## src/common/lsu_pkg.sv

```systemverilog
package lsu_pkg;

    localparam int xlen       = 64;
    localparam int addr_w     = 32;
    localparam int lane_bytes = 8;
    localparam int lane_idx_w = 3;

    localparam logic [1:0] resp_okay = 2'b00;

    typedef enum logic [1:0] {
        size_b = 2'd0,
        size_h = 2'd1,
        size_w = 2'd2,
        size_d = 2'd3
    } mem_size_t;

    // Request from the pipeline.
    typedef struct packed {
        logic              store;
        logic [addr_w-1:0] addr;
        mem_size_t         size;
        logic              is_unsigned;
        logic [xlen-1:0]   wdata;
    } lsu_req_t;

    // One beat on the bus, always double-word aligned.
    typedef struct packed {
        logic [addr_w-1:0]     addr;
        logic [lane_bytes-1:0] strb;
        logic [xlen-1:0]       data;
        logic                  store;
        logic                  last;
    } bus_beat_t;

    typedef struct packed {
        logic [lane_idx_w-1:0] offset;
        mem_size_t             size;
        logic                  is_unsigned;
        logic                  store;
        logic                  two_beat;
    } beat_ctx_t;

    typedef struct packed {
        logic [xlen-1:0] data;
        logic            err;
    } lsu_rsp_t;

    typedef struct packed {
        logic [addr_w-1:0] addr;
        logic [2:0]        prot;
    } axi_aw_t;

    typedef struct packed {
        logic [xlen-1:0]       data;
        logic [lane_bytes-1:0] strb;
    } axi_w_t;

    typedef struct packed {
        logic [addr_w-1:0] addr;
        logic [2:0]        prot;
    } axi_ar_t;

    typedef struct packed {
        logic [xlen-1:0] data;
        logic [1:0]      resp;
    } axi_r_t;

    typedef struct packed {
        logic [1:0] resp;
    } axi_b_t;

endpackage

```

## src/source/skid_buffer.sv

```systemverilog
`timescale 1ns/1ps

module skid_buffer #(
    parameter type T = logic
) (
    input  logic device_unalign,
    input  logic rst_n,
    input  logic in_valid,
    output logic in_ready,
    input  T     in_data,
    output logic out_valid,
    input  logic out_ready,
    output T     out_data
);

    T           mem [2];
    logic       wr_ptr;
    logic       rd_ptr;
    logic [1:0] count;
    logic       push;
    logic       pop;

    // Ready comes from the count only, so no path from out_ready.
    assign in_ready  = (count != 2'd2);
    assign out_valid = (count != 2'd0);
    assign out_data  = mem[rd_ptr];

    assign push = in_valid && in_ready;
    assign pop  = out_valid && out_ready;

    always_ff @(posedge device_unalign) begin
        if (push) begin
            mem[wr_ptr] <= in_data;
        end
    end

    always_ff @(posedge device_unalign) begin
        if (!rst_n) begin
            wr_ptr <= 1'b0;
            rd_ptr <= 1'b0;
            count  <= 2'd0;
        end else begin
            if (push) begin
                wr_ptr <= ~wr_ptr;
            end
            if (pop) begin
                rd_ptr <= ~rd_ptr;
            end
            count <= count + {1'b0, push} - {1'b0, pop};
        end
    end

endmodule

```

## src/source/access_split.sv

```systemverilog
`timescale 1ns/1ps

module access_split (
    input  logic                device_unalign,
    input  logic                rst_n,
    input  logic                req_valid,
    output logic                req_ready,
    input  lsu_pkg::lsu_req_t   req,
    output logic                beat_valid,
    input  logic                beat_ready,
    output lsu_pkg::bus_beat_t  beat,
    output lsu_pkg::beat_ctx_t  ctx
);

    lsu_pkg::lsu_req_t               req_q;
    logic                            busy_q;
    logic                            second_q;
    logic [lsu_pkg::lane_idx_w-1:0]  offset;
    logic [3:0]                      nbytes;
    logic                            two_beat;
    logic [2*lsu_pkg::lane_bytes-1:0] strb_wide;
    logic [2*lsu_pkg::xlen-1:0]      data_wide;
    logic [lsu_pkg::addr_w-1:0]      addr_lo;
    logic [lsu_pkg::addr_w-1:0]      addr_hi;

    assign offset = req_q.addr[lsu_pkg::lane_idx_w-1:0];

    always_comb begin
        case (req_q.size)
            lsu_pkg::size_b: nbytes = 4'd1;
            lsu_pkg::size_h: nbytes = 4'd2;
            lsu_pkg::size_w: nbytes = 4'd4;
            default:         nbytes = 4'd8;
        endcase
    end

    // Crosses a double-word boundary.
    assign two_beat = ({1'b0, offset} + nbytes) > 4'd8;

    assign strb_wide = ((16'h1 << nbytes) - 16'h1) << offset;
    assign data_wide = {{lsu_pkg::xlen{1'b0}}, req_q.wdata} << {offset, 3'b000};

    assign addr_lo = {req_q.addr[lsu_pkg::addr_w-1:lsu_pkg::lane_idx_w], 3'b000};
    assign addr_hi = {req_q.addr[lsu_pkg::addr_w-1:lsu_pkg::lane_idx_w] + 1'b1, 3'b000};

    always_comb begin
        beat.addr  = second_q ? addr_hi : addr_lo;
        beat.strb  = second_q ? strb_wide[15:8] : strb_wide[7:0];
        beat.data  = second_q ? data_wide[127:64] : data_wide[63:0];
        beat.store = req_q.store;
        beat.last  = second_q || !two_beat;
    end

    assign ctx.offset      = offset;
    assign ctx.size        = req_q.size;
    assign ctx.is_unsigned = req_q.is_unsigned;
    assign ctx.store       = req_q.store;
    assign ctx.two_beat    = two_beat;

    assign req_ready  = !busy_q;
    assign beat_valid = busy_q;

    always_ff @(posedge device_unalign) begin
        if (req_valid && req_ready) begin
            req_q <= req;
        end
    end

    always_ff @(posedge device_unalign) begin
        if (!rst_n) begin
            busy_q   <= 1'b0;
            second_q <= 1'b0;
        end else if (req_valid && req_ready) begin
            busy_q   <= 1'b1;
            second_q <= 1'b0;
        end else if (beat_valid && beat_ready) begin
            // Next request only after the last beat leaves.
            busy_q   <= !beat.last;
            second_q <= !beat.last;
        end
    end

endmodule

```

## src/axi_master/axi_lite_master.sv

```systemverilog
`timescale 1ns/1ps

module axi_lite_master (
    input  logic                       device_unalign,
    input  logic                       rst_n,
    input  logic                       beat_valid,
    output logic                       beat_ready,
    input  lsu_pkg::bus_beat_t         beat,
    input  lsu_pkg::beat_ctx_t         ctx,
    output logic                       aw_valid,
    input  logic                       aw_ready,
    output lsu_pkg::axi_aw_t           aw,
    output logic                       w_valid,
    input  logic                       w_ready,
    output lsu_pkg::axi_w_t            w,
    input  logic                       b_valid,
    output logic                       b_ready,
    input  lsu_pkg::axi_b_t            b,
    output logic                       ar_valid,
    input  logic                       ar_ready,
    output lsu_pkg::axi_ar_t           ar,
    input  logic                       r_valid,
    output logic                       r_ready,
    input  lsu_pkg::axi_r_t            r,
    output logic                       done_valid,
    input  logic                       done_ready,
    output logic [lsu_pkg::xlen-1:0]   done_data,
    output logic                       done_err,
    output logic                       done_last,
    output lsu_pkg::beat_ctx_t         done_ctx
);

    typedef enum logic [2:0] {
        st_idle,
        st_wr_addr_data,
        st_wr_resp,
        st_rd_addr,
        st_rd_data
    } state_t;

    state_t             state;
    lsu_pkg::bus_beat_t beat_q;
    lsu_pkg::beat_ctx_t ctx_q;
    logic               aw_done;
    logic               w_done;
    logic               aw_fire;
    logic               w_fire;

    assign beat_ready = (state == st_idle);

    assign aw_valid = (state == st_wr_addr_data) && !aw_done;
    assign w_valid  = (state == st_wr_addr_data) && !w_done;
    assign ar_valid = (state == st_rd_addr);
    assign aw_fire  = aw_valid && aw_ready;
    assign w_fire   = w_valid && w_ready;

    assign aw.addr = beat_q.addr;
    assign aw.prot = 3'b000;
    assign w.data  = beat_q.data;
    assign w.strb  = beat_q.strb;
    assign ar.addr = beat_q.addr;
    assign ar.prot = 3'b000;

    // Response is taken only when the merger can take the completion.
    assign b_ready = (state == st_wr_resp) && done_ready;
    assign r_ready = (state == st_rd_data) && done_ready;

    assign done_valid = ((state == st_wr_resp) && b_valid) ||
                        ((state == st_rd_data) && r_valid);
    assign done_data  = (state == st_rd_data) ? r.data : '0;
    assign done_err   = (state == st_rd_data) ? (r.resp != lsu_pkg::resp_okay)
                                              : (b.resp != lsu_pkg::resp_okay);
    assign done_last  = beat_q.last;
    assign done_ctx   = ctx_q;

    always_ff @(posedge device_unalign) begin
        if (beat_valid && beat_ready) begin
            beat_q <= beat;
            ctx_q  <= ctx;
        end
    end

    always_ff @(posedge device_unalign) begin
        if (!rst_n) begin
            state   <= st_idle;
            aw_done <= 1'b0;
            w_done  <= 1'b0;
        end else begin
            case (state)
                st_idle: begin
                    aw_done <= 1'b0;
                    w_done  <= 1'b0;
                    if (beat_valid) begin
                        state <= beat.store ? st_wr_addr_data : st_rd_addr;
                    end
                end
                st_wr_addr_data: begin
                    if (aw_fire) begin
                        aw_done <= 1'b1;
                    end
                    if (w_fire) begin
                        w_done <= 1'b1;
                    end
                    if ((aw_done || aw_fire) && (w_done || w_fire)) begin
                        state <= st_wr_resp;
                    end
                end
                st_wr_resp: begin
                    if (b_valid && b_ready) begin
                        state <= st_idle;
                    end
                end
                st_rd_addr: begin
                    if (ar_ready) begin
                        state <= st_rd_data;
                    end
                end
                st_rd_data: begin
                    if (r_valid && r_ready) begin
                        state <= st_idle;
                    end
                end
                default: state <= st_idle;
            endcase
        end
    end

endmodule

```

## src/source/load_merge.sv

```systemverilog
`timescale 1ns/1ps

module load_merge (
    input  logic                     device_unalign,
    input  logic                     rst_n,
    input  logic                     done_valid,
    output logic                     done_ready,
    input  logic [lsu_pkg::xlen-1:0] done_data,
    input  logic                     done_err,
    input  logic                     done_last,
    input  lsu_pkg::beat_ctx_t       done_ctx,
    output logic                     rsp_valid,
    input  logic                     rsp_ready,
    output lsu_pkg::lsu_rsp_t        rsp
);

    logic [lsu_pkg::xlen-1:0]   hold_data;
    logic                       hold_err;
    logic [2*lsu_pkg::xlen-1:0] wide;
    logic [2*lsu_pkg::xlen-1:0] shifted;
    logic [lsu_pkg::xlen-1:0]   raw;
    logic [lsu_pkg::xlen-1:0]   value;
    logic                       sext;

    // First beats are always accepted, the last waits for the response buffer.
    assign done_ready = done_last ? rsp_ready : 1'b1;
    assign rsp_valid  = done_valid && done_last;

    assign wide = done_ctx.two_beat ? {done_data, hold_data}
                                    : {{lsu_pkg::xlen{1'b0}}, done_data};
    assign shifted = wide >> {done_ctx.offset, 3'b000};
    assign raw     = shifted[lsu_pkg::xlen-1:0];
    assign sext    = !done_ctx.is_unsigned;

    always_comb begin
        case (done_ctx.size)
            lsu_pkg::size_b: value = {{56{raw[7] & sext}}, raw[7:0]};
            lsu_pkg::size_h: value = {{48{raw[15] & sext}}, raw[15:0]};
            lsu_pkg::size_w: value = {{32{raw[31] & sext}}, raw[31:0]};
            default:         value = raw;
        endcase
    end

    assign rsp.data = done_ctx.store ? '0 : value;
    assign rsp.err  = done_err || (done_ctx.two_beat && hold_err);

    always_ff @(posedge device_unalign) begin
        if (done_valid && !done_last) begin
            hold_data <= done_data;
        end
    end

    always_ff @(posedge device_unalign) begin
        if (!rst_n) begin
            hold_err <= 1'b0;
        end else if (done_valid && done_ready) begin
            hold_err <= done_last ? 1'b0 : done_err;
        end
    end

endmodule

```

## src/source/lsu_top.sv

```systemverilog
`timescale 1ns/1ps

module lsu_top (
    input  logic               device_unalign,
    input  logic               rst_n,
    input  logic               req_valid,
    output logic               req_ready,
    input  lsu_pkg::lsu_req_t  req,
    output logic               rsp_valid,
    input  logic               rsp_ready,
    output lsu_pkg::lsu_rsp_t  rsp,
    output logic               aw_valid,
    input  logic               aw_ready,
    output lsu_pkg::axi_aw_t   aw,
    output logic               w_valid,
    input  logic               w_ready,
    output lsu_pkg::axi_w_t    w,
    input  logic               b_valid,
    output logic               b_ready,
    input  lsu_pkg::axi_b_t    b,
    output logic               ar_valid,
    input  logic               ar_ready,
    output lsu_pkg::axi_ar_t   ar,
    input  logic               r_valid,
    output logic               r_ready,
    input  lsu_pkg::axi_r_t    r
);

    logic                     sreq_valid;
    logic                     sreq_ready;
    lsu_pkg::lsu_req_t        sreq;
    logic                     beat_valid;
    logic                     beat_ready;
    lsu_pkg::bus_beat_t       beat;
    lsu_pkg::beat_ctx_t       ctx;
    logic                     done_valid;
    logic                     done_ready;
    logic [lsu_pkg::xlen-1:0] done_data;
    logic                     done_err;
    logic                     done_last;
    lsu_pkg::beat_ctx_t       done_ctx;
    logic                     mrsp_valid;
    logic                     mrsp_ready;
    lsu_pkg::lsu_rsp_t        mrsp;

    skid_buffer #(.T(lsu_pkg::lsu_req_t)) u_req_buf (
        .device_unalign (device_unalign),
        .rst_n          (rst_n),
        .in_valid       (req_valid),
        .in_ready       (req_ready),
        .in_data        (req),
        .out_valid      (sreq_valid),
        .out_ready      (sreq_ready),
        .out_data       (sreq)
    );

    access_split u_split (
        .device_unalign (device_unalign),
        .rst_n          (rst_n),
        .req_valid      (sreq_valid),
        .req_ready      (sreq_ready),
        .req            (sreq),
        .beat_valid     (beat_valid),
        .beat_ready     (beat_ready),
        .beat           (beat),
        .ctx            (ctx)
    );

    axi_lite_master u_master (
        .device_unalign (device_unalign),
        .rst_n          (rst_n),
        .beat_valid     (beat_valid),
        .beat_ready     (beat_ready),
        .beat           (beat),
        .ctx            (ctx),
        .aw_valid       (aw_valid),
        .aw_ready       (aw_ready),
        .aw             (aw),
        .w_valid        (w_valid),
        .w_ready        (w_ready),
        .w              (w),
        .b_valid        (b_valid),
        .b_ready        (b_ready),
        .b              (b),
        .ar_valid       (ar_valid),
        .ar_ready       (ar_ready),
        .ar             (ar),
        .r_valid        (r_valid),
        .r_ready        (r_ready),
        .r              (r),
        .done_valid     (done_valid),
        .done_ready     (done_ready),
        .done_data      (done_data),
        .done_err       (done_err),
        .done_last      (done_last),
        .done_ctx       (done_ctx)
    );

    load_merge u_merge (
        .device_unalign (device_unalign),
        .rst_n          (rst_n),
        .done_valid     (done_valid),
        .done_ready     (done_ready),
        .done_data      (done_data),
        .done_err       (done_err),
        .done_last      (done_last),
        .done_ctx       (done_ctx),
        .rsp_valid      (mrsp_valid),
        .rsp_ready      (mrsp_ready),
        .rsp            (mrsp)
    );

    skid_buffer #(.T(lsu_pkg::lsu_rsp_t)) u_rsp_buf (
        .device_unalign (device_unalign),
        .rst_n          (rst_n),
        .in_valid       (mrsp_valid),
        .in_ready       (mrsp_ready),
        .in_data        (mrsp),
        .out_valid      (rsp_valid),
        .out_ready      (rsp_ready),
        .out_data       (rsp)
    );

endmodule

```

## config.mk

```make
export PLATFORM = sky130hd
export DESIGN_NAME = lsu_top
export DESIGN_NICKNAME = d
export VERILOG_FILES = /design/src/common/lsu_pkg.sv /design/src/source/skid_buffer.sv /design/src/source/access_split.sv /design/src/axi_master/axi_lite_master.sv /design/src/source/load_merge.sv /design/src/source/lsu_top.sv
export SDC_FILE = /design/constraint.sdc
export NUM_CORES = 1
export LEC_CHECK = 0
export BUFFER_PORTS_ARGS = -buffer_cell sky130_fd_sc_hd__buf_2
export CORE_ASPECT_RATIO = 0.6
export CORE_MARGIN = 2
export CORE_UTILIZATION = 37
export CTS_CLUSTER_DIAMETER = 50
export CTS_CLUSTER_SIZE = 20
export DETAILED_ROUTE_END_ITERATION = 16
export HOLD_SLACK_MARGIN = 0.12
export PLACE_DENSITY = 0.57
export SETUP_SLACK_MARGIN = 0.4
export SYNTH_ARGS = -nofsm -noshare
export SYNTH_HDL_FRONTEND = slang
export SYNTH_SLANG_ARGS = --single-unit
```

## constraint.sdc

```tcl
create_clock -name device_unalign -period 13.33 [get_ports device_unalign]
set_input_delay 0 -clock device_unalign [delete_from_list [all_inputs] [get_ports device_unalign]]
set_output_delay 0 -clock device_unalign [all_outputs]
set_load 0.02 [all_outputs]
```

==> key figures <==
Die
  – Row count: 81
  – Die area: 0.0847 mm^2
  – DIE HEIGHT: 226 um
  – Initial Util: 37.4%
  – I/O pins: 391
  – Die span in x: 374 um
  – Core area: 0.0815 mm^2

Run status
  – Status: finished clean

Detailed routing
  – DRT iter0 DRCs: 3,079
  – Avg WL per Cell: 27.9 um
  – Routed Antenna Nets: 0
  – Total Routed Length: 113,000 um
  – Drt via density: 5.73
  – Drt pass-1 iters: 6
  – Remaining DRCs: 0
  – DR vias: 23,220

Worst setup path
  – Crit Path Category: register to register
  – Required time worst endpoint: 13.74 ns
  – WP data arrival: 5.30 ns
  – CP Launch Point: u_master.done_ctx[6]
  – CP max stage delay: 0.68 ns
  – CP endpoint kind: register
  – Crit path max-delay cell type: buf_4
  – Crit path max fanout: 60
  – R2R Path Start: u_master.done_ctx[6]
  – Setup crit start kind: register
  – Most frequent CP cell: buf_4
  – Reg2Reg Setup Slack: 8.44 ns
  – CP Cell Sequence: buf_4, buf_4, clkinv_1, buf_4, nand2_1, o22ai_1, o31ai_4, a21oi_2, a21oi_1

Synth
  – Mapped cell area: 0.0305 mm^2
  – Average size of a mapped cell: 12.8 um^2
  – Post-Synth XOR/XNOR Area: 1.03%
  – #FFs+latches synth: 621
  – Syn Inst Count: 2,374
  – Synth Area in Compound Gates: 11.2%
  – Post-synth EDFFs: 604
  – Post-synth top flop: edfxtp_1
  – YS warnings: 0
  – Top post-synthesis cells by area: edfxtp_1 (60%), mux2_2 (7.8%), mux2i_1 (4.0%), nand2_1 (3.0%), a21oi_1 (1.6%)
  – Asr flop ratio synth: 0%
  – Mux cell area share after synthesis: 12.9%
  – Post-synth top area cell: edfxtp_1
  – Synth Area in Adders: 0.468%
  – Synth unique cells: 77
  – Area fraction of the dominant cell type after synthesis: 59.5%
  – Main combinational cell family by area after synthesis: multiplexers
  – Register area share after synthesis: 60.7%
  – Simple-gate share of the synthesized area: 9.98%

GRT
  – Antenna violations before repair: 10
  – Total GRT Usage: 25.8%
  – Wire length of the first global-routing pass: 158,000 um
  – Overflow after GRT: 0
  – Vias in the first global route: 21,729
  – Pin count of the biggest net entering global routing: 178

STA
  – Min Tclk post-route: 4.89 ns
  – Setup TNS: 0 ns
  – Actual slew at the worst max-slew pin: 1.38 ns
  – Max Slew Vio Count: 0
  – Unrepaired setup endpoints after global routing: false
  – Final setup vio count: 0
  – Hold Vio Cnt, Final: 0
  – Clk_skew: 0.0491 ns
  – Period utilisation layout: 36.7%
  – Relative slew slack: 7.36%
  – Peak Freq: 205 MHz

Clocking
  – CTS tree: built
  – Hold_buf cts: 270
  – Clock latency on the worst-skew pair: 0.67 ns
  – Clock Sinks: 621
  – Inserted Clock Buffers: 57
  – H-Tree Depth: 2
  – Post-CTS Setup Repair Bufs: 0
  – CTS resizes: 0
  – Clock Path Buffers: 3
  – Clock-pin slew on the worst setup and hold paths: 0.07 ns
  – Clock Tree Root: clkbuf_16

Place
  – DP HPWL: 77,500 um
  – Gpl congestion: 0.964
  – Placed cell area: 0.0331 mm^2
  – Port Buffers: 378

Power and ir drop
  – P per Cell Area: 219 mW/mm^2
  – Worst vdd ir: 0.130 mV
  – P_leak: 13.7 nW

Job
  – Maxcap violations: 0

Cells and area
  – # nets final: 3,107
  – Commonest non-fill, non-tap cells in the layout: edfxtp_1 (604), buf_2 (378), dlygate4sd3_1 (270)
  – Area Overhead vs Synth: 24.3%
  – Most common cell after layout, fill and taps aside: edfxtp_1
  – Final Cell Area: 0.0379 mm^2
  – Share of cells above drive strength 1: 26.9%

Worst hold path
  – Hold WC Path Type: input port to register
  – Hold_sp: req[67]
synth_stat cells, drive strengths merged, types with 12 or more instances:
library cell / instances
o211ai: 19
a21oi: 98
inv: 32
nand2: 245
dfxtp: 17
nor3: 43
nor2: 123
a221oi: 16
o2111ai: 14
edfxtp: 604
clkbuf: 111
nand2b: 12
o22ai: 52
xnor2: 29
o31ai: 17
mux2i: 121
buf: 101
a31oi: 17
o2bb2ai: 13
o22a: 16
nand3: 25
a22o: 22
mux4: 15
nor2b: 19
and2: 72
and3: 21
o21ai: 72
a22oi: 27
a211oi: 40
mux2: 211
routing by layer:
layer  vias to the layer above  part of all wire (%)  GRT usage [%]
li1                      10128                     -              -
met1                     11672                    46           39.5
met2                      1270                    39           34.5
met3                       142                    13           9.72
met4                         8                   1.6           4.42
met5                         -                 0.049              0
metrics by stage:
step	utilization (%)	instances	power, mW	hold WS, ns	worst slack (ns)
2_1_floorplan	-	2385	5.19	0.0989	5.95
3_3_place_gp	40.6	3670	6.31	0.187	8.73
3_5_place_dp	40.6	3670	6.35	0.191	8.66
4_1_cts	46.5	4046	8.21	0.122	8.61
5_1_grt	46.5	4050	8.60	0.135	8.31
6_report	46.5	4051	8.28	0.147	8.44
final timing paths:
check | endpoint | cells after the start
max | u_rsp_buf.mem[0][30] | 9
min | u_req_buf.mem[0][67] | 2
min reg2reg | u_master.done_ctx[2] | 0
max reg2reg | u_rsp_buf.mem[0][30] | 9
layout make-up:
class | instances | area (um^2)
inverters | 33 | 124
clock inverters | 46 | 589
clock buffers | 60 | 1450
flip-flops and latches | 621 | 18500
repair buffers | 688 | 4910
multi-input cells | 1519 | 11000
diodes | 5 | 12.5
fillers | 7295 | 43600
well taps | 1079 | 1350
sequential cells by signal, summed over array words and instances, names as in the netlist, 2 cells and up, named ones only:
signal / count
u_master.state: 3
u_split.addr_lo: 29
u_req_buf.mem: 200
u_master.ar: 29
u_rsp_buf.count: 2
u_rsp_buf.mem: 130
u_req_buf.count: 2
u_merge.hold_data: 64
u_master.w: 72
u_split.req_q: 64
u_split.ctx: 6
u_master.done_ctx: 8
cells by family after synthesis:
logic type	Yosys count
xor gates and xnor gates	36
adders and majority gates	11
other	1
DFF	621
muxes	347
buffers and inverters	245
AOI/OAI and AO/OA	495
and+or+nand+nor	618
critical path: cells and delay by family, from the launching register on:
kind / cells / cell delay (ns)
compound gates: 4 / 1.48
buf+inv: 4 / 2.06
flops: 1 / 0.33
simple gates: 1 / 0.68
power breakdown:
part	switching, mW	internal [mW]	total, mW
clock	0.883	0.903	1.79
combinational	2.26	1.10	3.36
sequential	0.349	2.78	3.13
No activity file was read; power rests on OpenSTA's default activity.
